### src/logic/sync_fifo.sv
`default_nettype none

module sync_fifo #(
	parameter type payload_t = logic [31:0],
	parameter int AW = 4
) (
	input wire logic CLK,
	input wire logic rst_n,
	input wire logic flush,
	input wire logic push,
	input wire logic pop,
	input wire payload_t data_push,
	output payload_t data_pop,
	output logic empty,
	output logic full
);

	localparam int DEPTH = 2 ** AW;

	payload_t mem [DEPTH];
	logic [AW-1:0] wr_ptr;
	logic [AW-1:0] rd_ptr;
	logic [AW:0] count;
	logic do_push;
	logic do_pop;

	// count tops out at DEPTH, so the msb alone marks full
	assign empty = (count == '0);
	assign full = count[AW];

	// a pop frees the head slot in the same cycle
	assign do_push = push && (!full || pop);
	assign do_pop = pop && !empty;

	assign data_pop = mem[rd_ptr];

	always_ff @(posedge CLK) begin
		if (do_push) begin
			mem[wr_ptr] <= data_push;
		end
	end

	always_ff @(posedge CLK) begin
		if (!rst_n || flush) begin
			wr_ptr <= '0;
			rd_ptr <= '0;
			count <= '0;
		end else begin
			if (do_push) begin
				wr_ptr <= wr_ptr + 1'b1;
			end
			if (do_pop) begin
				rd_ptr <= rd_ptr + 1'b1;
			end
			case ({do_push, do_pop})
				2'b10: count <= count + 1'b1;
				2'b01: count <= count - 1'b1;
				default: count <= count;
			endcase
		end
	end

	// producer must hold off while full unless the head leaves too
	assert property (@(posedge CLK) disable iff (!rst_n) (push && full) |-> pop);

	assert property (@(posedge CLK) disable iff (!rst_n) pop |-> !empty);

endmodule

`default_nettype wire

### config.mk
export PLATFORM = sky130hd
export DESIGN_NAME = sync_fifo
export DESIGN_NICKNAME = d
export VERILOG_FILES = /design/src/logic/sync_fifo.sv
export SDC_FILE = /design/constraint.sdc
export NUM_CORES = 1
export LEC_CHECK = 0
export BUFFER_PORTS_ARGS = -buffer_cell sky130_fd_sc_hd__buf_2
export CAP_MARGIN = 20
export CORE_AREA = 5 5 189 191
export CTS_CLUSTER_DIAMETER = 40
export DETAILED_ROUTE_END_ITERATION = 10
export DIE_AREA = 0 0 194 196
export PLACE_DENSITY = 0.77
export SYNTH_ARGS = -nofsm -noshare
export SYNTH_HDL_FRONTEND = slang
export SYNTH_SLANG_ARGS = --single-unit
### constraint.sdc
create_clock -name CLK -period 5.1 [get_ports CLK]
set_input_delay 0.51 -clock CLK [delete_from_list [all_inputs] [get_ports CLK]]
set_output_delay 0.51 -clock CLK [all_outputs]
set_load 0.03 [all_outputs]
; ---- Word level (Yosys, flattened, before mapping)
; Memories as Yosys holds them, arrays and structs flattened. A register that Yosys moved wholly into a read port is not among the register bits.
; Cells that the tools add are included.
[word_totals]
regBits = 13
latch_bits = 0
ramBits = 512
romBits = 0
in_bits = 37
output_inout_bits = 34
elab_cells = 24
mem_count = 1
[memory_table]
columns = memory, depth, width, rd, rd_ports_with_merged_regs, write_ports, line
row1 = mem, 16, 32, 1, 1, 1, 20  ; payload_t mem [DEPTH];
[op_classes]
addsub = 4
multipliers = 0
n_div = 0
n_lt_le_gt_ge = 0
n_eq_ne = 2
n_shift = 0
mux = 5
n_bitwise = 0
reduce_logical = 9
[op_table]
columns = op, count
row1 = case mux 5 bit (2 select lines), 1
row2 = adder 4 x 1 -> 4 bit (second input constant), 2
row3 = 2-to-1 mux 4 bit, 2
row4 = adder 5 x 1 -> 5 bit (second input constant), 1
row5 = zero test 5 bit, 1
row6 = subtractor 5 x 1 -> 5 bit (second input constant), 1
row7 = zero test 1 bit, 3
row8 = equality test 2 x 1 -> 1 bit (second input constant), 1
row9 = equality test 2 bit (second input constant), 1
row10 = logical AND 1 bit, 2
row11 = logical OR 1 bit, 2
row12 = 2-to-1 mux 1 bit, 2
row13 = nonzero test 2 bit, 1

; ---- Logic depth before layout (Yosys ltp)
[depth]
ltp_word = 5
ltp_mapped = 11
depth_no_buf = 10

; ---- Least setup slack after synthesis
; OpenSTA, ideal clock, no wires.
[synth_timing]
path_kind = input-to-reg
startpoint = in pop
endpoint = mem mem[3][0] (netlist name) (enable)
setup_time_ps = 461
t_arrival_ps = 3361
setup_slack_ps = 1278
path_stages = 4
n_path_buf = 0
cell_sequence = inv_1 a21boi_1 nand2_1 nor3_1
[synth_via]
elab_chain_len = 4
[synth_lines]
columns = element, line
row1 = "start, declared", 11  ; input wire logic pop,
row2 = logical OR 1 bit, 32  ; assign do_push = push && (!full || pop);
row3 = logical AND 1 bit, 32
row4 = 2-to-1 mux 1 bit, 38  ; if (do_push) begin
row5 = 2-to-1 mux 1 bit (not written as such), 39  ; mem[wr_ptr] <= data_push;
row6 = "end, declared", 20
; Every way passes these cells.

==> results.cfg <==
[synth]
syn_nets = 872
synth_area_sq_mm = 0.02037
synth_cell_types = 37
synth-seq-area-share = 0.7714
synth-seq-cells = 529
yosysWarnings = 0
synthCells = 827
syn_avg_cell_area_sq_um = 24.64

[clock_tree]
clkSlewWorstSetupHoldPaths_ps = 50
h-tree-depth = 2
cts.sinks = 529
hold_buffers = 0
post_cts_resized = 0
cts_made_buffers = 61
cts_root_buf = clkbuf_16
post_cts_buffers = 0
clk_path_buf_depth = 3
cts_tree = built
clk_latency_ps = 610

[place]
post-place-ws_ps = 1847
port_buffers = 70
dp_hpwl_mm = 21.80
gp_congestion = 0.7148

[sta]
slew_viol_final = 0
setup_viol = 0
slew_headroom = 0.3578
tightest_slew_ps = 961.0
fmax_ghz = 0.2616
period_needed_ps = 3822
period_share = 0.7494
hold_violations = 0
grt_setup_unrepaired = no
fin_ws_ps = 1278
fin_skew_ps = 14.23
fin_tns_setup_ps = 0

[critical_path]
critPathMaxFanout = 53
timing.rr.start = count[4]$_SDFFE_PP0P_
worstSetupPathType = reg -> out
worst-r2r-cell-count = 4
required_ps = 4590
worstPathArrival_ps = 3310
cp-endpoint = data_pop[3]
r2r_end = mem[5][30]$_DFFE_PP_
start_kind = register
rrSetupSlack_ps = 2170
end_kind = primary output

[flow_run]
cap_violations = 0

[detailed_routing]
drcViolationCount = 0
drtIter0Drc = 900
ant_nets = 0
dr.pass1.iters = 5
num_vias = 9108
vias_per_cell = 6.277
routed_wl_mm = 42.10
wl_per_cell_um = 29.02

[floorplan]
num_rows = 68
dieArea_sq_mm = 0.03802
start_util = 0.6001
dieWidth_um = 194
core_area_sq_mm = 0.03395
ios = 71
die_height_um = 196

[cells_and_area]
syn_to_final_growth_pct = 14.73
seqCellArea_sq_mm = 0.01573
multiInputGateArea_sq_mm = 0.004471
nets = 989
drive_gt1_frac = 0.3256
fill_cells = 1985

[hold_path]
hold_class = in -> reg

[global_route]
overflow = 0
grt_pass1_wl_mm = 62.64
grt_start_max_net_pins = 76
grt_usage = 0.2245
antenna_found_initial = 0
grt_pass1_vias = 9706

[run_status]
status = complete, no violations

[power_and_ir_drop]
powerDensity_mw_per_mm2 = 398.0
peakVddDrop_uv = 369.8
leakage_nw = 7.376
## sequential cells by signal (all words and copies together), names as in the netlist, named ones only
signal / count
rd_ptr: 4
count: 5
mem: 512
wr_ptr: 4
## how the worst min path moves through the flow
stage,start,end,slack (ps),cells past startpoint
2_1_floorplan,rd_ptr[3]$_SDFFE_PP0P_,register,470,2
3_3_place_gp,rd_ptr[3]$_SDFFE_PP0P_,rd_ptr[3]$_SDFFE_PP0P_,490,2
3_5_place_dp,rd_ptr[3]$_SDFFE_PP0P_,register,500,2
4_1_cts,flush,count[2]$_SDFFE_PP0P_,240,4
5_1_grt,data_push[18],mem[5][18]$_DFFE_PP_,260,1
6_report,flush,count[2]$_SDFFE_PP0P_,260,4
## worst max-delay path, cell delays in order, from the launching register on
cell     delay, ps
dfxtp_4        900
buf_12         410
mux4_1         610
mux4_2         530
buf_2          200
## cell families after synthesis
group | after synthesis | share of synthesized area
xor+xnor | 9 | 0.003869
flops | 529 | 0.7714
compound gates | 14 | 0.005221
simple gates | 58 | 0.01296
buf+inv | 47 | 0.01462
mux | 162 | 0.1871
fa+ha+maj | 8 | 0.004913
## metal layers
metal	GRT usage	vias to the layer above	part of all wire	routed length, um
met5	0	-	0	0
met4	0.05260	0	0.019	808
met3	0.04843	61	0.072	3051
met2	0.3795	393	0.52	21850
met1	0.3084	4810	0.39	16400
li1	-	3844	-	-
## through the flow
stage	utilization	area [sq um]	power (mW)	hold WS, ps	std cells
6_report	0.6886	23370	9.304	255.4	1451
5_1_grt	0.6885	23370	9.606	256.2	1450
4_1_cts	0.6879	23350	9.381	235.6	1449
3_5_place_dp	0.6292	21360	5.173	500.0	1335
3_3_place_gp	0.6292	21360	5.163	490.4	1335
2_1_floorplan	-	20370	5.058	472.5	827
## synth_stat cells, drive strengths merged
| master | number | area (sq um) |
|---|---|---|
| or4 | 2 | 15.01 |
| a31o | 1 | 8.760 |
| o31ai | 1 | 7.510 |
| ha | 8 | 100.1 |
| o21ai | 1 | 5.000 |
| nand4b | 1 | 8.760 |
| mux2i | 2 | 20.02 |
| a311o | 1 | 10.01 |
| clkbuf | 17 | 63.81 |
| nor3 | 5 | 25.02 |
| o21a | 1 | 7.510 |
| nand3 | 2 | 10.01 |
| nor4 | 1 | 6.260 |
| nor2 | 28 | 105.1 |
| a21oi | 1 | 5.000 |
| a22o | 1 | 8.760 |
| edfxtp | 512 | 15370 |
| inv | 5 | 18.77 |
| o2bb2ai | 1 | 8.760 |
| o211ai | 1 | 7.510 |
| nand4 | 2 | 12.51 |
| a22oi | 1 | 7.510 |
| xnor2 | 3 | 26.28 |
| dfxtp | 17 | 340.3 |
| a21o | 2 | 15.01 |
| buf | 25 | 215.2 |
| mux4 | 160 | 3791 |
| nor2b | 3 | 18.77 |
| a21boi | 1 | 7.510 |
| xor2 | 6 | 52.55 |
| nand2b | 4 | 25.02 |
| o21bai | 1 | 7.510 |
| nand2 | 10 | 37.54 |
## final cells by class
type	instances	area share
flip-flops and latches	529	0.6727
clock buffers	70	0.06675
well taps	455	0.02436
inverters	5	0.0008029
repair buffers	96	0.02548
diodes	1	0.0001071
clock inverters	44	0.01852
multi-input cells	251	0.1913
## power by group
part           switching [mW]  total (mW)  internal (mW)
combinational           0.172       0.274          0.102
sequential             0.0148        4.81           4.79
clock                    1.78        4.22           2.45
## cell usage in the layout (no fill, tap or decap), types with 3 or more instances in the layout
master,instances
edfxtp_1,512
mux4_2,110
buf_2,70
clkbuf_16,61
mux4_1,50
buf_4,22
nor2_1,16
dfxtp_1,13
nor2_4,12
nand2_1,10
clkbuf_1,9
ha_1,8
clkinv_1,8
clkinvlp_4,7
clkinv_2,7
xor2_1,6
inv_6,6
clkinv_4,6
inv_1,5
nand2b_1,4
nor3_2,4
bufinv_16,4
buf_12,4
xnor2_1,3
nor2b_1,3
inv_8,3
No activity file was read; power rests on OpenSTA's default activity.
