--- config.mk ---
export PLATFORM = sky130hd
export DESIGN_NAME = itcm_arbiter
export DESIGN_NICKNAME = d
export VERILOG_FILES = /design/src/logic/fetch_pkg.sv /design/src/logic/itcm_arbiter.sv
export VERILOG_INCLUDE_DIRS = /design/src /design/src/logic
export SDC_FILE = /design/constraint.sdc
export NUM_CORES = 1
export LEC_CHECK = 0
export BUFFER_PORTS_ARGS = -buffer_cell sky130_fd_sc_hd__buf_2
export CAP_MARGIN = 5
export CORE_AREA = 2 2 61 63
export DETAILED_ROUTE_END_ITERATION = 16
export DIE_AREA = 0 0 63 65
export MAX_ROUTING_LAYER = met4
export PLACE_DENSITY = 0.66
export RECOVER_POWER = 100
export SYNTH_ARGS = -nofsm -noshare
export SYNTH_HDL_FRONTEND = slang
export SYNTH_SLANG_ARGS = --single-unit
--- constraint.sdc ---
create_clock -name vclk -period 1.16
set_input_delay 0.232 -clock vclk [all_inputs]
set_output_delay 0.232 -clock vclk [all_outputs]
set_load 0.05 [all_outputs]
--- src/logic/fetch_params.svh ---
`ifndef FETCH_PARAMS_SVH
`define FETCH_PARAMS_SVH

// pc width in bits
`define FETCH_XLEN 64

// first fetch address after reset
`define FETCH_RESET_PC 64'h0000_0000_8000_0000

// itcm word address width, 16384 words
`define ITCM_AW 14

// queue and stack depths as log2
`define BHQ_AW 4
`define RAS_AW 4
`define IFQ_AW 3

`endif

--- src/logic/fetch_pkg.sv ---
`default_nettype none

`include "fetch_params.svh"

package fetch_pkg;

	// program counter
	typedef logic [`FETCH_XLEN-1:0] pc_t;

	// one 32-bit instruction word, no compressed forms
	typedef logic [31:0] instr_t;

	// itcm word address
	typedef logic [`ITCM_AW-1:0] itcm_addr_t;

	// one prediction in the branch history queue
	// alt_pc is the path that fetch did not follow
	typedef struct packed {
		logic taken;
		pc_t alt_pc;
	} branch_rec_t;

	// entry handed to the decoder
	typedef struct packed {
		pc_t pc;
		instr_t instr;
	} fetch_entry_t;

endpackage

`default_nettype wire

--- src/logic/itcm_arbiter.sv ---
`default_nettype none

`include "fetch_params.svh"

module itcm_arbiter (
	input wire logic load_we,
	input wire fetch_pkg::itcm_addr_t load_addr,
	input wire fetch_pkg::instr_t load_data,
	input wire fetch_pkg::pc_t fetch_addr,
	output logic fetch_grant,
	output fetch_pkg::itcm_addr_t mem_addr,
	output logic mem_we,
	output fetch_pkg::instr_t mem_wdata
);

	// loader always wins, fetch only reads
	assign fetch_grant = !load_we;
	assign mem_we = load_we;
	assign mem_wdata = load_data;

	// fetch pc is byte based, the itcm is word addressed
	assign mem_addr = load_we ? load_addr : fetch_addr[2 +: `ITCM_AW];

endmodule

`default_nettype wire

# Word level (Yosys, flattened, before mapping)
# Index checks and enable logic that the tools add are counted.
dict set report word_totals {
  out_inout_bits 48
  wordCells 2
  register_bits 0
  in_bits 111
}
dict set report op_classes {
  mux 1
  reduce_logical 1
}
# op count
set ops {}
lappend ops {{14-bit two-way mux} 1}
lappend ops {{1-bit zero test} 1}

# Longest topological paths before layout
# Gate-level depths: netlist of the first run.
dict set report depth {
  ltp_word 1
  mapped_depth 3
  depth_no_buf 1
}

# Worst setup path after synthesis of the first run
# No wires, ideal clock.
dict set report synth_timing {
  path_kind {in2out}
  startpoint {in load_we}
  endpoint {out mem_addr[10]}
  setup_slack_ps 68
  n_path_buf 2
  required_ps 928
  path_stages 3
  arrival_ps 860
  cell_sequence {buf_6 -> buf_12 -> mux2_4}
}
dict set report synth_via {
  elab_chain_cells 1
}
# element line_no
set synth_lines {}
lappend synth_lines {{from (decl)} itcm_arbiter.sv:6} ;# input wire logic load_we,
lappend synth_lines {{14-bit two-way mux} itcm_arbiter.sv:22} ;# assign mem_addr = load_we ? load_addr : fetch_addr[2 +: `ITCM_AW];
lappend synth_lines {{to (decl)} itcm_arbiter.sv:11} ;# output fetch_pkg::itcm_addr_t mem_addr,
# Every way passes these cells.

# Worst setup path after layout of the first run
dict set report layout_timing {
  startpoint {in load_we}
  endpoint {out mem_addr[12]}
}
# The elaborated chain is that of the path after synthesis.

==> results.json, run 1 <==
{
  "finalWorstSetupSlack_ns": -0.00647,
  "post_synth.cell_area_avg_um2": 9.48,
  "maxCapViolCount": 0,
  "nets": 176,
  "route.detailed.drc": 0,
  "power.leakage_nw": 0.337,
  "antenna_found_initial": 0,
  "path_cells": "buf_12 -> buf_12 -> mux2_4 -> buf_8",
  "globalRouteTotalUtil_pct": 7.02,
  "die_area_mm2": 0.00410,
  "fp.dieH_um": 65,
  "syn_inst": 50,
  "hold_viol": 0,
  "max_freq_mhz": 857,
  "slowest_delay_ns": 0.31,
  "drive_gt1_share_pct": 96.8,
  "crit_fanout": 7,
  "die-width_um": 63,
  "grt_max_degree": 8,
  "n_fill_cell": 389,
  "worstMarginPinSlew_ns": 0.590,
  "drt_first_pass_iters": 2,
  "power_density_mw_per_mm2": 630,
  "tns_ns": -0.00940,
  "seqCellArea_um2": 0,
  "ioPinCount": 159,
  "period_share_pct": 101,
  "hold_class": "in -> out",
  "hold_buffers": 0,
  "place_inst": 110,
  "min_period_ns": 1.17,
  "drt_wl_total_um": 1600,
  "synth_warnings": 0,
  "critPathCaptureType": "output pin",
  "violations": "negative setup slack",
  "wl_per_cell_um": 14.4,
  "num_rows": 22,
  "crit_buf_inv": 3,
  "critPathLaunchType": "input port",
  "wl_met2_um": 633,
  "top_layer_used": "met4",
  "clock_buffers": 0,
  "ys_seq_area_share_pct": 0,
  "syn_area_um2": 474,
  "crit_family": "buffers and inverters",
  "critical_path_class": "in -> out",
  "diodes": 0,
  "grt_pass1_wl_um": 2200,
  "area_growth_pct": 31.1,
  "mostFrequentLayoutCell": "buf_2",
  "synth.distinct_cells": 6,
  "finalSetupViolCount": 4,
  "grt_pass1_vias": 401,
  "drt_iter0_markers": 6,
  "crit_path_top_delay_cell": "mux2_4",
  "n_sequential_cell": 0,
  "ant_nets": 0,
  "vias_per_cell": 3.36,
  "synth.net_count": 161,
  "required_ns": 0.93,
  "relSlewSlack_pct": 60.8,
  "wl_met3_um": 596,
  "wl_met1_um": 350,
  "place_congestion": 0.561,
  "rsz0062_at_grt": "true",
  "final_cell_mix": "28 x buf_2, 11 x mux2_4, 8 x buf_6",
  "drv_slew": 0,
  "core_area_mm2": 0.00350,
  "critPathMostFrequentCell": "buf_12",
  "io_buffers": 45,
  "run_status": "finished, violations left",
  "vias": 373,
  "initial_core_util_pct": 13.6,
  "arrival_ns": 0.93,
  "gr-total-overflow": 0,
  "fin_cells": 111,
  "peakVddDrop_v": 0.0000537
}
-- power breakdown --
part	internal (mW)	total [mW]	switching, mW
clock	0	0	0
combinational	0.172	0.392	0.219
sequential	0	0	0
-- cells in the mapped netlist (all sizes together) --
cell type / n / area, um2
mux2: 14 / 191
inv: 1 / 3.75
buf: 35 / 279
-- cell type report --
class / count / area [um2] / share of cell area (%)
tap: 48 / 60.1 / 9.66
multi-input combinational: 14 / 199 / 32.0
inverter: 1 / 3.75 / 0.604
timing repair buffer: 48 / 359 / 57.7
-- metrics by stage --
stage	utilization (%)	instance area (um2)	setup slack [ns]	hold slack, ns	power (mW)
finish	17.8	622	-0.00647	0.464	0.392
global route	17.8	622	-0.0120	0.464	0.409
CTS	18.4	643	-0.00950	0.464	0.408
detailed placement	14.5	508	-0.180	0.464	0.332
global placement	14.5	508	-0.179	0.464	0.329
floorplan	-	474	0.0680	0.631	0.536
-- metal layers --
layer | up-vias | track usage (%)
li1 | 154 | -
met1 | 158 | 3.96
met2 | 53 | 11.0
met3 | 8 | 9.55
met4 | 0 | 2.78
met5 | - | -
-- cells by family after synthesis --
| logic type | Yosys count | share of synthesized area [%] |
|---|---|---|
| mux | 14 | 40.4 |
| buf+inv | 36 | 59.6 |
-- repair_timing --
item                                    CTS  global route
cloned                                    1             0
buffers inserted                          0             0
gates resized for setup                  31             2
endpoints found under the setup margin   14            10
hold endpoints to repair                  0             0
-- path summary, 6_finish.rpt --
kind | start | to | slack [ns] | depth (start not counted)
max | load_we | mem_addr[12] | -0.006 | 4
min | load_data[0] | mem_wdata[0] | 0.46 | 0
Note: power is estimated with default switching activity, not from simulation.
==> run 2: changes to the inputs <==
Clock period 1.16 ns to 1.24 ns, I/O delays scaled along.
==> results.json, run 2 (synthesis gave the netlist of run 1 again) <==
{
  "run_status": "complete, no violations",
  "antenna_found_initial": 0,
  "whs_ns": 0.496,
  "worstMarginPinSlew_ns": 0.590,
  "multi_input_area_um2": 191,
  "required_ns": 0.99,
  "finalSetupViolCount": 0,
  "place_inst": 110,
  "num_rows": 22,
  "arrival_ns": 0.96,
  "seqCellArea_um2": 0,
  "cts_resized": 20,
  "power.leakage_nw": 0.306,
  "max_freq_mhz": 825,
  "ant_nets": 0,
  "globalRouteTotalUtil_pct": 6.42,
  "critical_path_class": "in -> out",
  "power_density_mw_per_mm2": 603,
  "grt_max_degree": 10,
  "crit_path_top_delay_cell": "mux2_4",
  "min_period_ns": 1.21,
  "relSlewSlack_pct": 60.9,
  "vias_per_cell": 3.23,
  "n_fill_cell": 399,
  "clock_buffers": 0,
  "dpl_cell_area_um2": 508,
  "grt_pass1_wl_um": 1990,
  "drv_slew": 0,
  "maxCapViolCount": 0,
  "drt_first_pass_iters": 2,
  "die-width_um": 63,
  "io_buffers": 45,
  "diodes": 0,
  "hold_viol": 0,
  "gr-total-overflow": 0,
  "n_sequential_cell": 0,
  "post-route-cell-area_um2": 568,
  "vias": 355,
  "critPathCaptureType": "output pin",
  "post_cts_buffers": 0,
  "critPathLaunchType": "input port",
  "area_growth_pct": 19.8,
  "crit_buf_inv": 3,
  "grt_pass1_vias": 340,
  "cp.depth": 4,
  "mostFrequentLayoutCell": "buf_2",
  "wl_per_cell_um": 13.6,
  "period_share_pct": 97.7,
  "hold_class": "in -> out",
  "peakVddDrop_v": 0.0000487,
  "drive_gt1_share_pct": 95.2,
  "ioPinCount": 159,
  "route.detailed.drc": 0,
  "nets": 175,
  "crit_end": "mem_addr[12]",
  "final_cell_mix": "30 x buf_2, 10 x buf_6, 9 x mux2_4",
  "drt_iter0_markers": 2,
  "path_cells": "buf_6 -> buf_12 -> mux2_4 -> buf_6",
  "place_congestion": 0.561,
  "core_area_mm2": 0.00350,
  "crit_fanout": 9,
  "rsz0062_at_grt": "false",
  "tns_ns": 0,
  "fin_cells": 110,
  "fp.dieH_um": 65,
  "initial_core_util_pct": 13.6,
  "die_area_mm2": 0.00410,
  "critPathMostFrequentCell": "buf_6",
  "crit_family": "buffers and inverters",
  "hold_buffers": 0,
  "drt_wl_total_um": 1500,
  "slowest_delay_ns": 0.30,
  "cp-startpoint": "load_we"
}
-- run 2: changes by cell type in the layout (fill, tap and decap cells not counted), sizes merged --
| cell | change |
|---|---|
| buf | -1 |
-- run 2: layer usage --
layer | part of all wire (%) | global-route usage, %
met5 | 0 | -
met4 | 1.3 | 2.78
met3 | 40 | 9.55
met2 | 37 | 9.44
met1 | 21 | 3.54
-- run 2: power breakdown --
part	switching [mW]	internal (mW)
clock network	0	0
registers	0	0
logic	0.202	0.141
-- run 2: per-stage QoR --
step / util [%] / total power, mW / setup WS (ns)
3_3_place_gp: 14.5 / 0.307 / -0.131
2_1_floorplan: - / 0.502 / 0.116
3_5_place_dp: 14.5 / 0.310 / -0.132
6_report: 16.2 / 0.342 / 0.0279
4_1_cts: 16.3 / 0.347 / 0.0253
5_1_grt: 16.2 / 0.358 / 0.00947
-- run 2: area by class of cell --
type / instances / share of cell area [%]
Tap cell: 48 / 10.6
Multi-Input combinational cell: 14 / 33.7
Timing Repair Buffer: 47 / 55.1
Inverter: 1 / 0.661
-- run 2: worst min-delay path by stage --
| stage | from | to | cells past startpoint |
|---|---|---|---|
| floorplan | load_data[0] | mem_wdata[0] | 1 |
| global placement | load_data[11] | mem_wdata[11] | 0 |
| detailed placement | load_data[11] | mem_wdata[11] | 0 |
| CTS | load_data[11] | mem_wdata[11] | 0 |
| global route | load_data[1] | mem_wdata[1] | 0 |
| finish | load_data[0] | mem_wdata[0] | 0 |
