### config.mk
export PLATFORM = sky130hd
export DESIGN_NAME = return_stack
export DESIGN_NICKNAME = d
export VERILOG_FILES = /design/src/logic/fetch_pkg.sv /design/src/logic/return_stack.sv
export VERILOG_INCLUDE_DIRS = /design/src /design/src/logic
export SDC_FILE = /design/constraint.sdc
export NUM_CORES = 1
export LEC_CHECK = 0
export BUFFER_PORTS_ARGS = -buffer_cell sky130_fd_sc_hd__buf_2
export CORE_AREA = 2 2 247 249
export DETAILED_ROUTE_END_ITERATION = 16
export DIE_AREA = 0 0 249 251
export PLACE_DENSITY_LB_ADDON = 0.08
export RECOVER_POWER = 50
export SLEW_MARGIN = 10
export SYNTH_ARGS = -nofsm -noshare
export SYNTH_HDL_FRONTEND = slang
export SYNTH_SLANG_ARGS = --single-unit
### constraint.sdc
create_clock -name CLK -period 10 [get_ports CLK]
set_input_delay 0.5 -clock CLK [delete_from_list [all_inputs] [get_ports CLK]]
set_output_delay 0.5 -clock CLK [all_outputs]
set_load 0.01 [all_outputs]
### src/logic/fetch_params.svh
`ifndef FETCH_PARAMS_SVH
`define FETCH_PARAMS_SVH

// pc width in bits
`define FETCH_XLEN 64

// first fetch address after reset
`define FETCH_RESET_PC 64'h0000_0000_8000_0000

// itcm word address width, 16384 words
`define ITCM_AW 14

// queue and stack depths as log2
`define BHQ_AW 4
`define RAS_AW 4
`define IFQ_AW 3

`endif

### src/logic/fetch_pkg.sv
`default_nettype none

`include "fetch_params.svh"

package fetch_pkg;

	// program counter
	typedef logic [`FETCH_XLEN-1:0] pc_t;

	// one 32-bit instruction word, no compressed forms
	typedef logic [31:0] instr_t;

	// itcm word address
	typedef logic [`ITCM_AW-1:0] itcm_addr_t;

	// one prediction in the branch history queue
	// alt_pc is the path that fetch did not follow
	typedef struct packed {
		logic taken;
		pc_t alt_pc;
	} branch_rec_t;

	// entry handed to the decoder
	typedef struct packed {
		pc_t pc;
		instr_t instr;
	} fetch_entry_t;

endpackage

`default_nettype wire

### src/logic/return_stack.sv
`default_nettype none

module return_stack #(
	parameter int AW = 4
) (
	input wire logic CLK,
	input wire logic rst_n,
	input wire logic push,
	input wire logic pop,
	input wire fetch_pkg::pc_t data_push,
	output fetch_pkg::pc_t data_pop,
	output logic empty
);

	import fetch_pkg::*;

	localparam int DEPTH = 2 ** AW;

	pc_t ring [DEPTH];
	logic [AW-1:0] top_ptr;
	logic [AW:0] count;

	assign empty = (count == '0);
	assign data_pop = ring[top_ptr];

	// push and pop together replace the top in place
	// a plain push past capacity lands on the oldest slot
	always_ff @(posedge CLK) begin
		if (push) begin
			if (pop) begin
				ring[top_ptr] <= data_push;
			end else begin
				ring[top_ptr + 1'b1] <= data_push;
			end
		end
	end

	always_ff @(posedge CLK) begin
		if (!rst_n) begin
			top_ptr <= '0;
			count <= '0;
		end else if (push && !pop) begin
			top_ptr <= top_ptr + 1'b1;
			// saturate at DEPTH, older entries are simply lost
			if (!count[AW]) begin
				count <= count + 1'b1;
			end
		end else if (pop && !push) begin
			top_ptr <= top_ptr - 1'b1;
			count <= count - 1'b1;
		end
	end

	assert property (@(posedge CLK) disable iff (!rst_n) pop |-> !empty);

endmodule

`default_nettype wire

Word-level counts from Yosys, hierarchy flattened
Memory sizes are Yosys's and may differ from the RTL's. A register that Yosys moved wholly into a read port is not among the register bits.
Index checks and enable logic that the tools add are counted.
- reductions and logical operators: 8
- add/subtract/negate cells: 4
- multiplexer cells: 16
- equal/unequal tests: 1
- operators by type and width (operator ; count):
    64-bit 2-to-1 mux ; 1
    64-bit OR reduction ; 1
    4-bit 2-to-1 mux ; 5
    5-bit 2-to-1 mux ; 3
    1-bit 2-to-1 mux ; 7
    5-bit by 1-bit adder with 5-bit output, second input constant ; 1
    5-bit zero test ; 1
    5-bit by 1-bit subtractor with 5-bit output, second input constant ; 1
    4-bit by 1-bit adder with 4-bit output, second input constant ; 1
    4-bit by 1-bit subtractor with 4-bit output, second input constant ; 1
    1-bit logical AND ; 2
    1-bit zero test ; 2
    2-bit != test, second input constant ; 1
    2-bit AND reduction ; 1
    2-bit nonzero test ; 1
- logic and storage cells: 33
- memories kept: 1
- register bits: 9
- input port bits: 68
- bits in writable memories: 1024
- memories (name ; depth ; width ; read ports ; clocked after Yosys merged registers in ; write ports ; RTL line ; source):
    ring ; 16 ; 64 ; 1 ; 1 ; 1 ; return_stack.sv:19 ; pc_t ring [DEPTH];

Longest topological paths before layout
Gate-level depths: netlist of run 1.
- depth in word-level cells: 6
- depth in mapped cells: 7
- depth with buffers taken out: 6

Least setup slack after synthesis of run 1
Ideal clock, no wire load.
- kind: input -> register
- start: input port pop
- end: memory ring[12][0] (netlist name) (enable)
- required time: 9506 ps
- slack: 4957 ps
- setup time: 494 ps
- buffers on the path: 1
- cell stages on the path: 7
- arrival: 4549 ps
- path through: inv_1 -> ha_1 -> clkbuf_1 -> inv_1 -> ha_1 -> or2_2 -> nor2b_1
- cells in the longest elaborated chain, start to end: 5
- elaborated cells on any way between the ends: 9
- ends and longest elaborated chain (item ; RTL line ; source):
    from (decl) ; return_stack.sv:9 ; input wire logic pop,
    1-bit 2-to-1 mux ; return_stack.sv:30 ; if (pop) begin
    1-bit 2-to-1 mux ; return_stack.sv:29 ; if (push) begin
    1-bit 2-to-1 mux (not written as such) ; return_stack.sv:33 ; ring[top_ptr + 1'b1] <= data_push;
    64-bit OR reduction (no line) ; -- ;
    4-bit 2-to-1 mux (no line) or 1-bit 2-to-1 mux (tied branches) ; -- ;
    to (decl) ; return_stack.sv:19 ;
Several ways; a longest one is shown, not always the timed one.

==> results.json, run 1 <==
{
  "status": "finished, violations left",
  "violations": "capacitance limit, slew limit",
  "grt_overflow_total": 0,
  "dr_total_vias": 18100,
  "avgViaCountPerCell": 6.656,
  "drtAntennaViolNets": 0,
  "cp.arrival_ns": 4.35,
  "seq_area_frac_synth_pct": 79.31,
  "swShare_pct": 22.89,
  "initial_utilization_pct": 65.39,
  "postCtsSetupBuffers": 0,
  "fin_tns_setup_ns": 0,
  "powerDensity_nw_per_um2": 217.5,
  "netlist_area_um2": 39100,
  "placed_cells": 2537,
  "hold_buffers": 0,
  "fp.dieArea_um2": 62500,
  "power.internal_mw": 7.309,
  "total_power_mw": 9.479,
  "ys_types": 38,
  "wl_mm": 81.54,
  "worstSetupStartpointType": "flip-flop",
  "clock_latency_ns": 0.65,
  "final.fill_count": 3381,
  "p_comb_share_pct": 10.9,
  "worstPathRequired_ns": 9.50,
  "grt_first_pass_wirelength_mm": 120.9,
  "first_iter_violations": 1972,
  "routabilityCongestion": 0.7297,
  "hold_path_class": "in -> reg",
  "root_buffer": "clkbuf_16",
  "syn-num-nets": 1756,
  "cts_tree": "done",
  "slew_viol_final": 49,
  "clock-sinks": 1037,
  "crit_fanout": 49,
  "clkPwrFrac_pct": 36.5,
  "ys_ff_latch": 1037,
  "yosysWarnings": 0,
  "fin_hold_ws_ns": 0.1243,
  "avgRoutedWirePerCell_um": 29.99,
  "dominantRegCellSynth": "edfxtp_1",
  "power_frac_seq_pct": 52.5,
  "row_count": 90,
  "synthTopCellsByArea": "edfxtp_1, mux4_2, a22oi_1",
  "path_clk_slew_ns": 0.06,
  "finClkSkew_ns": 0.02195,
  "setup-violations-final": 0,
  "fin_cells": 2719,
  "slew_headroom_pct": -46.14,
  "syn_inst": 1679,
  "area_growth_pct": 11.47,
  "grt_usage_pct": 26.89,
  "synth_largest_area_cell": "edfxtp_1",
  "max_cap_violations": 3,
  "worstMarginPinSlew_ns": 2.184,
  "p_sw_mw": 2.170,
  "port_buffers": 132,
  "yosysTopAreaCellShare_pct": 78.64,
  "ctsResizeCount": 0,
  "numCtsBuffers": 99,
  "synth_edf_count": 1024,
  "first_pass_iters": 7,
  "antenna_found_initial": 8,
  "postSynthAreaPerCell_um2": 23.29,
  "async_flop_share_pct": 0,
  "die_h_um": 251,
  "rsz0062_at_grt": "false",
  "drcViolationCount": 0,
  "max_freq_mhz": 206.2,
  "p_leak_nw": 13.52,
  "coreArea_um2": 59790,
  "hold_viol_final": 0,
  "finalCriticalPeriod_ns": 4.849,
  "fin_nets": 1933,
  "fin_util_pct": 72.89,
  "clock_path_buffers": 3,
  "end_kind": "output port",
  "grt_max_degree": 144,
  "period_share_pct": 48.49,
  "h-tree-depth": 3,
  "fp.dieW_um": 249,
  "peakVddDrop_uv": 157.1,
  "io_pins": 133,
  "layout-drive-gt1-share_pct": 26.35,
  "hpwl_mm": 38.41,
  "critical_path_class": "reg -> out",
  "grt_pass1_vias": 18750
}
sequential cells by signal, indices dropped and copies added (netlist names), named ones only:
signal   flops
ring      1024
count        5
top_ptr      4
path summary, 6_finish.rpt:
check / startpoint / end / slack [ns] / depth (start not counted)
worst max-delay path: flip-flop / data_pop[1] / 5.15 / 6
worst min-delay path: rst_n / count[4] / 0.12 / 2
worst max register to register: top_ptr[0] / ring[9][38] / 5.51 / 6
worst min register to register: count[3] / count[3] / 0.55 / 2
through the flow:
| step | setup WS (ns) | cell area, um2 |
|---|---|---|
| finish | 5.151 | 43590 |
| detailed placement | 5.650 | 40690 |
| global route | 4.727 | 43570 |
| CTS | 4.947 | 43680 |
| floorplan | 4.957 | 39100 |
| global placement | 5.635 | 40690 |
layout make-up:
cell class,instances,area [um2],area share (%)
timing repair buffer,166,845.8,1.941
antenna,5,12.51,0.02871
clock buffer,124,2656,6.094
multi-input combinational,543,7705,17.68
tap,782,978.4,2.245
clock inverter,53,336.6,0.7722
inverter,9,33.78,0.07751
sequential,1037,31020,71.16
synth_stat cells, drive strengths merged (3+ instances only):
| library cell | instances |
|---|---|
| nor2 | 23 |
| a22oi | 130 |
| inv | 9 |
| nor2b | 8 |
| edfxtp | 1024 |
| buf | 43 |
| ha | 9 |
| nand2 | 71 |
| mux4 | 256 |
| nand2b | 6 |
| clkbuf | 47 |
| xnor2 | 4 |
| dfxtp | 13 |
| a21oi | 7 |
| nor3 | 3 |
cell usage in the layout (no fill, tap or decap), drive strengths merged, types with 4 or more instances in the layout:
cell type / Yosys / layout
a21oi: 7 / 7
a22oi: 130 / 130
buf: 43 / 100
bufinv: 0 / 4
clkbuf: 47 / 190
clkinv: 0 / 48
dfxtp: 13 / 13
diode: 0 / 5
edfxtp: 1024 / 1024
ha: 9 / 9
inv: 9 / 10
mux4: 256 / 256
nand2: 71 / 71
nand2b: 6 / 6
nor2: 23 / 23
nor2b: 8 / 8
xnor2: 4 / 4
cell families after synthesis:
family / share of synthesized area (%)
simple gates: 1.331
mux: 14.80
buf+inv: 1.302
compound gates: 2.838
fa+ha+maj: 0.2880
flops: 79.31
xor+xnor: 0.1344
power groups by stage:
stage	Sequential, mW	Combinational (mW)	Clock, mW
6_report	4.98	1.04	3.46
5_1_grt	4.99	1.12	3.68
4_1_cts	4.98	1.06	3.51
3_5_place_dp	5.07	1.06	0
3_3_place_gp	5.06	1.04	0
2_1_floorplan	5.04	0.681	0
routing by layer:
metal / wire length, um / global-route usage (%) / vias to the layer above
li1: - / - / 7532
met1: 32700 / 39.01 / 9644
met2: 40430 / 42.94 / 808
met3: 6745 / 5.550 / 107
met4: 1619 / 7.325 / 6
met5: 44 / 0 / -
worst max-delay path: stages (launching register included):
cell and delay [ns]:
dfxtp_4 1.00, buf_4 0.60, buf_4 0.81, mux4_2 0.60
a22oi_1 0.22, nand2_1 0.19, buf_2 0.19
Note: power is estimated with default switching activity, not from simulation.
==> inputs of run 2 (changes only) <==
- CORE_AREA: 2 2 247 249 -> 2 2 257 259
- DIE_AREA: 0 0 249 251 -> 0 0 259 261
- clock period: 10 -> 4.75 ns (I/O delays scaled with it)
==> run 2 against run 1 <==
Effect of this change:
- the flow now finishes without violations
- wire length is 0.55% higher
- cell count is 5.9% higher
- clock skew is 0.0026 ns higher
- hold slack better by 0.077 ns
- critical path depth stayed put
- global-route usage is 2.1 points lower
- first-iteration DRC count is 4.1% lower
- core utilization is 4.0 points lower
==> results.json, run 2 (synthesis gave the netlist of run 1 again) <==
{
  "setup_ws_ns": 1.410,
  "area_growth_pct": 14.56,
  "regMostFlops": "ring",
  "wl_mm": 81.99,
  "cts_tree": "done",
  "use_met3_pct": 3.901,
  "finClkSkew_ns": 0.02453,
  "grtUsageMet1_pct": 35.14,
  "place_ws_ns": 1.332,
  "p_sw_mw": 4.721,
  "die_h_um": 261,
  "power_frac_seq_pct": 50.9,
  "grt_max_degree": 82,
  "slew_viol_final": 0,
  "clock_path_buffers": 3,
  "largestRegisters": "ring (1024), count (5), top_ptr (4)",
  "worstSetupStartpointType": "flip-flop",
  "powerDensity_nw_per_um2": 458.2,
  "max_freq_mhz": 299.4,
  "postCtsSetupBuffers": 0,
  "final_common_cell": "edfxtp_1",
  "numCtsBuffers": 102,
  "multi_input_area_um2": 7712,
  "critical_path_class": "reg -> reg",
  "coreArea_um2": 65040,
  "hpwl_mm": 43.12,
  "grt_usage_pct": 24.84,
  "p_comb_share_pct": 11.3,
  "end_kind": "flip-flop",
  "fp.dieArea_um2": 67600,
  "worstPathRequired_ns": 4.99,
  "use_met2_pct": 41.27,
  "grt_overflow_total": 0,
  "io_pins": 133,
  "hold_viol_final": 0,
  "initial_utilization_pct": 60.12,
  "dr_total_vias": 18280,
  "worstMarginPinSlew_ns": 1.352,
  "first_pass_iters": 7,
  "grt_pass1_vias": 19460,
  "hold_path_class": "in -> reg",
  "rsz0062_at_grt": "false",
  "seq_area_um2": 31020,
  "final.fill_count": 4006,
  "max_cap_violations": 0,
  "root_buffer": "clkbuf_16",
  "first_iter_violations": 1891,
  "swShare_pct": 23.00,
  "clkPwrFrac_pct": 37.8,
  "antennaDiodeCount": 0,
  "path_clk_slew_ns": 0.06,
  "antenna_found_initial": 2,
  "fin_util_pct": 68.87,
  "period_share_pct": 70.31,
  "clock_latency_ns": 0.65,
  "clock-sinks": 1037,
  "fin_nets": 2010,
  "fin_tns_setup_ns": 0,
  "slew_headroom_pct": 9.887,
  "h-tree-depth": 3,
  "avgViaCountPerCell": 6.350,
  "grt_first_pass_wirelength_mm": 122.2,
  "grt-busiest-layer": "met2",
  "fp.dieW_um": 259,
  "layout-drive-gt1-share_pct": 26.45,
  "status": "complete, no violations",
  "row_count": 94,
  "crit_fanout": 18,
  "mostFrequentLayoutCells": "edfxtp_1, mux4_2, a22oi_1",
  "cp.arrival_ns": 3.58,
  "setup-violations-final": 0,
  "p_leak_nw": 13.97,
  "peakVddDrop_uv": 353.6,
  "port_buffers": 132,
  "largest_register_ffs": 1024,
  "power.internal_mw": 15.81,
  "drcViolationCount": 0,
  "routabilityCongestion": 0.7369,
  "avgRoutedWirePerCell_um": 28.48,
  "finalCriticalPeriod_ns": 3.340,
  "drtAntennaViolNets": 0
}
run 2: metal layers:
layer  up-vias  part of all wire, %
met5         -                0.034
met4         4                  2.3
met3       134                  5.5
met2       655                   51
met1      9806                   41
li1       7682                    -
run 2: worst paths after layout:
path | startpoint | endpoint | slack [ns] | cells after the start
hold / removal | pop | flip-flop | 0.20 | 3
setup / recovery | top_ptr[0] | ring[8][33] | 1.41 | 6
setup reg to reg | top_ptr[0] | ring[8][33] | 1.41 | 6
hold reg to reg | count[3] | count[3] | 0.55 | 2
run 2: per-stage QoR:
stage                     hold WS, ns  power, mW  cells  area [um2]
after floorplan                0.3364      12.04   1679       39100
after CTS                    0.003381      20.72   2879       44890
after detailed placement       0.5052      12.96   2629       41030
after global placement         0.5014      12.92   2629       41030
after global routing           0.2587      21.19   2879       44790
final                          0.2009      20.53   2879       44790
run 2: final cells by class:
cell class | count | area share [%]
flip-flops and latches | 1037 | 69.25
multi-input cells | 543 | 17.22
clock buffers | 123 | 6.017
repair buffers | 240 | 3.841
well taps | 864 | 2.413
clock inverters | 63 | 1.190
inverters | 9 | 0.07542
run 2: critical path: stages, from the launching register on:
cell and delay [ns]:
dfxtp_1 0.42, inv_1 0.13, ha_1 0.35, a2bb2oi_1 0.17
or2_0 0.40, nor2_1 0.43, clkbuf_1 1.03
run 2: timing repair:
item / in CTS / in global routing
hold endpoints to repair: 991 / 0
gates resized for setup: 0 / 0
hold buffers: 64 / 0
run 2: power groups by stage:
stage               Combinational, mW  Clock, mW  Sequential (mW)
finish                           2.31       7.76             10.5
global route                     2.49       8.23             10.5
CTS                              2.37       7.90             10.5
detailed placement               2.32          0             10.6
global placement                 2.30          0             10.6
floorplan                        1.43          0             10.6
==> inputs of run 3 (changes only) <==
- ABC_AREA: not set -> 1
- CORE_AREA: 2 2 257 259 -> 2 2 272 274
- DIE_AREA: 0 0 259 261 -> 0 0 274 276
- clock period: 4.75 -> 3.4 ns (I/O delays scaled with it)
==> run 3 against run 2 <==
Effect of this change:
- final area is 13% higher
- largest cell class unchanged
- register-to-register slack worse by 1.0 ns
- largest power group unchanged
- synthesized area is 14% higher
- sequential power is 38% higher
- hold slack worse by 0.11 ns
- non-clock buffer count is 32 higher
- critical path depth is 3 higher
- power is 46% higher
- wire length is 28% higher
==> results.json, run 3 <==
{
  "row_count": 99,
  "cp.arrival_ns": 3.29,
  "synth_edf_count": 1024,
  "synthMuxAreaShare_pct": 0,
  "worstMarginPinSlew_ns": 1.372,
  "path_clk_slew_ns": 0.06,
  "p_comb_share_pct": 13.5,
  "fp.dieArea_um2": 75620,
  "async_flop_share_pct": 0,
  "mostFrequentLayoutCells": "nand2_1, edfxtp_1, nand3_1",
  "grt_overflow_total": 0,
  "synthTopCellsByArea": "edfxtp_1, nand2_1, nand3_1",
  "routed-wl-met2_mm": 50.99,
  "dr_total_vias": 29550,
  "power_frac_seq_pct": 48.4,
  "slew_headroom_pct": 8.533,
  "peakVddDrop_uv": 476.3,
  "largest_register_ffs": 1024,
  "numCtsBuffers": 104,
  "finClkSkew_ns": 0.01748,
  "syn_inst": 4260,
  "dominantRegCellSynth": "edfxtp_1",
  "fin_cells": 5472,
  "worstSetupStartpointType": "flip-flop",
  "period_share_pct": 89.26,
  "clock-sinks": 1037,
  "crit_chain": "inv_1 -> ha_1 -> nand2_1 -> inv_1 -> a21oi_1 -> inv_1 -> nand3_1 -> nor2_4 -> buf_2",
  "synth_top_family_by_area": "simple AND/OR/NAND/NOR gates",
  "antenna_found_initial": 0,
  "end_kind": "flip-flop",
  "seq_area_frac_synth_pct": 69.34,
  "post_dp_cell_area_um2": 46570,
  "clock_latency_ns": 0.66,
  "yosysWarnings": 0,
  "ctsResizeCount": 0,
  "first_pass_iters": 6,
  "setup-violations-final": 0,
  "p_sw_mw": 7.651,
  "avgRoutedWirePerCell_um": 19.12,
  "root_buffer": "clkbuf_16",
  "hold_path_class": "in -> reg",
  "cts_tree": "done",
  "yosysMostFrequentCell": "nand2_1",
  "routabilityCongestion": 0.8166,
  "synth_fa_ha_area_share_pct": 0.2518,
  "clock_path_buffers": 3,
  "initial_utilization_pct": 61.61,
  "final.fill_count": 5264,
  "die_h_um": 276,
  "drcViolationCount": 0,
  "final_common_cell": "nand2_1",
  "route.layer.met1.wl_mm": 44.00,
  "grt_max_degree": 156,
  "cp_slowest_stage_delay_ns": 1.02,
  "ys_top_cells_by_count": "nand2_1, edfxtp_1, inv_1, nand3_1, buf_2",
  "ys_ff_latch": 1037,
  "dr_wl_met3_mm": 7.437,
  "worstPathRequired_ns": 3.66,
  "synth_compound_area_share_pct": 0.2014,
  "yosys.area_share.simple_pct": 20.60,
  "crit_fanout": 41,
  "top_layer_used": "met4",
  "netlist_area_um2": 44720,
  "avgViaCountPerCell": 5.400,
  "yosysTopAreaCellShare_pct": 68.76,
  "slew_viol_final": 0,
  "area_growth_pct": 13.05,
  "port_buffers": 132,
  "fp.dieW_um": 274,
  "first_iter_violations": 2822,
  "h-tree-depth": 3,
  "synth_largest_area_cell": "edfxtp_1",
  "rsz0062_at_grt": "false",
  "hpwl_mm": 55.07,
  "max_freq_mhz": 329.5,
  "critical_path_class": "reg -> reg",
  "placed_cells": 5212,
  "postSynthAreaPerCell_um2": 10.50,
  "p_leak_nw": 21.49,
  "ys_types": 21,
  "slowest_stage": "buf_2",
  "status": "complete, no violations",
  "hold_viol_final": 0,
  "wl_mm": 104.6,
  "max_cap_violations": 0,
  "io_pins": 133,
  "syn-num-nets": 4337,
  "powerDensity_nw_per_um2": 593.7,
  "drtAntennaViolNets": 0,
  "clkPwrFrac_pct": 38.1,
  "layout-drive-gt1-share_pct": 7.070,
  "power.internal_mw": 22.37,
  "coreArea_um2": 72590,
  "crit_path_frequent_cell": "inv_1",
  "largestRegisters": "ring (1024), count (5), top_ptr (4)",
  "design_area_um2": 50560,
  "finalCriticalPeriod_ns": 3.035,
  "grt_pass1_vias": 28860,
  "regMostFlops": "ring",
  "grt_usage_pct": 27.87,
  "swShare_pct": 25.49,
  "synth-xor-area-share_pct": 0.03917,
  "fin_nets": 4501,
  "grt_first_pass_wirelength_mm": 162.0
}
==> run 3: cell count changes after synthesis, moves of 6 or more <==
cell,delta
nand2_1,+1295
nand3_1,+787
inv_1,+780
mux4_2,-256
a22oi_1,-130
buf_2,+103
clkbuf_1,-26
buf_4,+24
buf_6,+18
nor2b_1,-8
nand2b_1,-6
o21ai_0,+6
==> run 3: metal layers <==
layer,vias up,track usage (%)
met1,14100,39.05
met2,1180,46.11
met5,-,0
met3,151,3.413
li1,14120,-
met4,0,8.375
==> run 3: metrics by stage <==
stage	total power [mW]	hold WS [ns]	TNS, ns	setup WS, ns	util, %
floorplan	17.30	0.2689	-958.48	-0.9833	-
global placement	18.74	0.4787	0	0.5541	64.16
detailed placement	18.79	0.4820	0	0.5447	64.16
CTS	30.17	0.06422	0	0.4326	69.79
global route	31.07	0.1382	0	0.1806	69.65
finish	30.02	0.08822	0	0.3651	69.65
==> run 3: critical path, delay by kind of cell (launching register included) <==
family                   cells  cell delay (ns)
AO/OA/AOI/OAI                1             0.07
adder cells (fa/ha/maj)      1             0.32
buffers and inverters        4             1.32
flip-flops                   1             0.37
AND/OR/NAND/NOR              3             0.50
==> run 3: final cells by class <==
type | count | area, um2 | share of cell area (%)
diodes | 1 | 2.502 | 0.004950
clock inverters | 64 | 596.8 | 1.181
well taps | 959 | 1200 | 2.373
inverters | 793 | 3008 | 5.950
repair buffers | 272 | 2341 | 4.631
flip-flops and latches | 1037 | 31020 | 61.37
clock buffers | 130 | 2838 | 5.613
multi-input cells | 2216 | 9545 | 18.88
==> run 3: path summary, 6_finish.rpt <==
kind	cells past startpoint	end	startpoint	slack, ns
min	5	count[3]	pop	0.09
max	9	ring[2][37]	top_ptr[0]	0.37
min reg2reg	1	count[0]	count[0]	0.51
max reg2reg	9	ring[2][37]	top_ptr[0]	0.37
==> run 3: kinds of logic after synthesis <==
| kind of cell | after synthesis |
|---|---|
| compound gates | 17 |
| xor+xnor | 2 |
| fa+ha+maj | 9 |
| buf+inv | 1007 |
| flops | 1037 |
| simple gates | 2188 |
==> run 3: power by group through the flow <==
stage	logic, mW	registers (mW)	clock network (mW)
finish	4.04	14.5	11.4
CTS	4.08	14.5	11.6
detailed placement	3.99	14.8	0
global placement	3.95	14.8	0
global route	4.43	14.6	12.1
floorplan	2.50	14.8	0
==> run 3: what timing repair did <==
| item | CTS | global route |
|---|---|---|
| hold buffers | 65 | 0 |
| endpoints found under the hold margin | 1037 | 0 |
| buffers inserted | 0 | 0 |
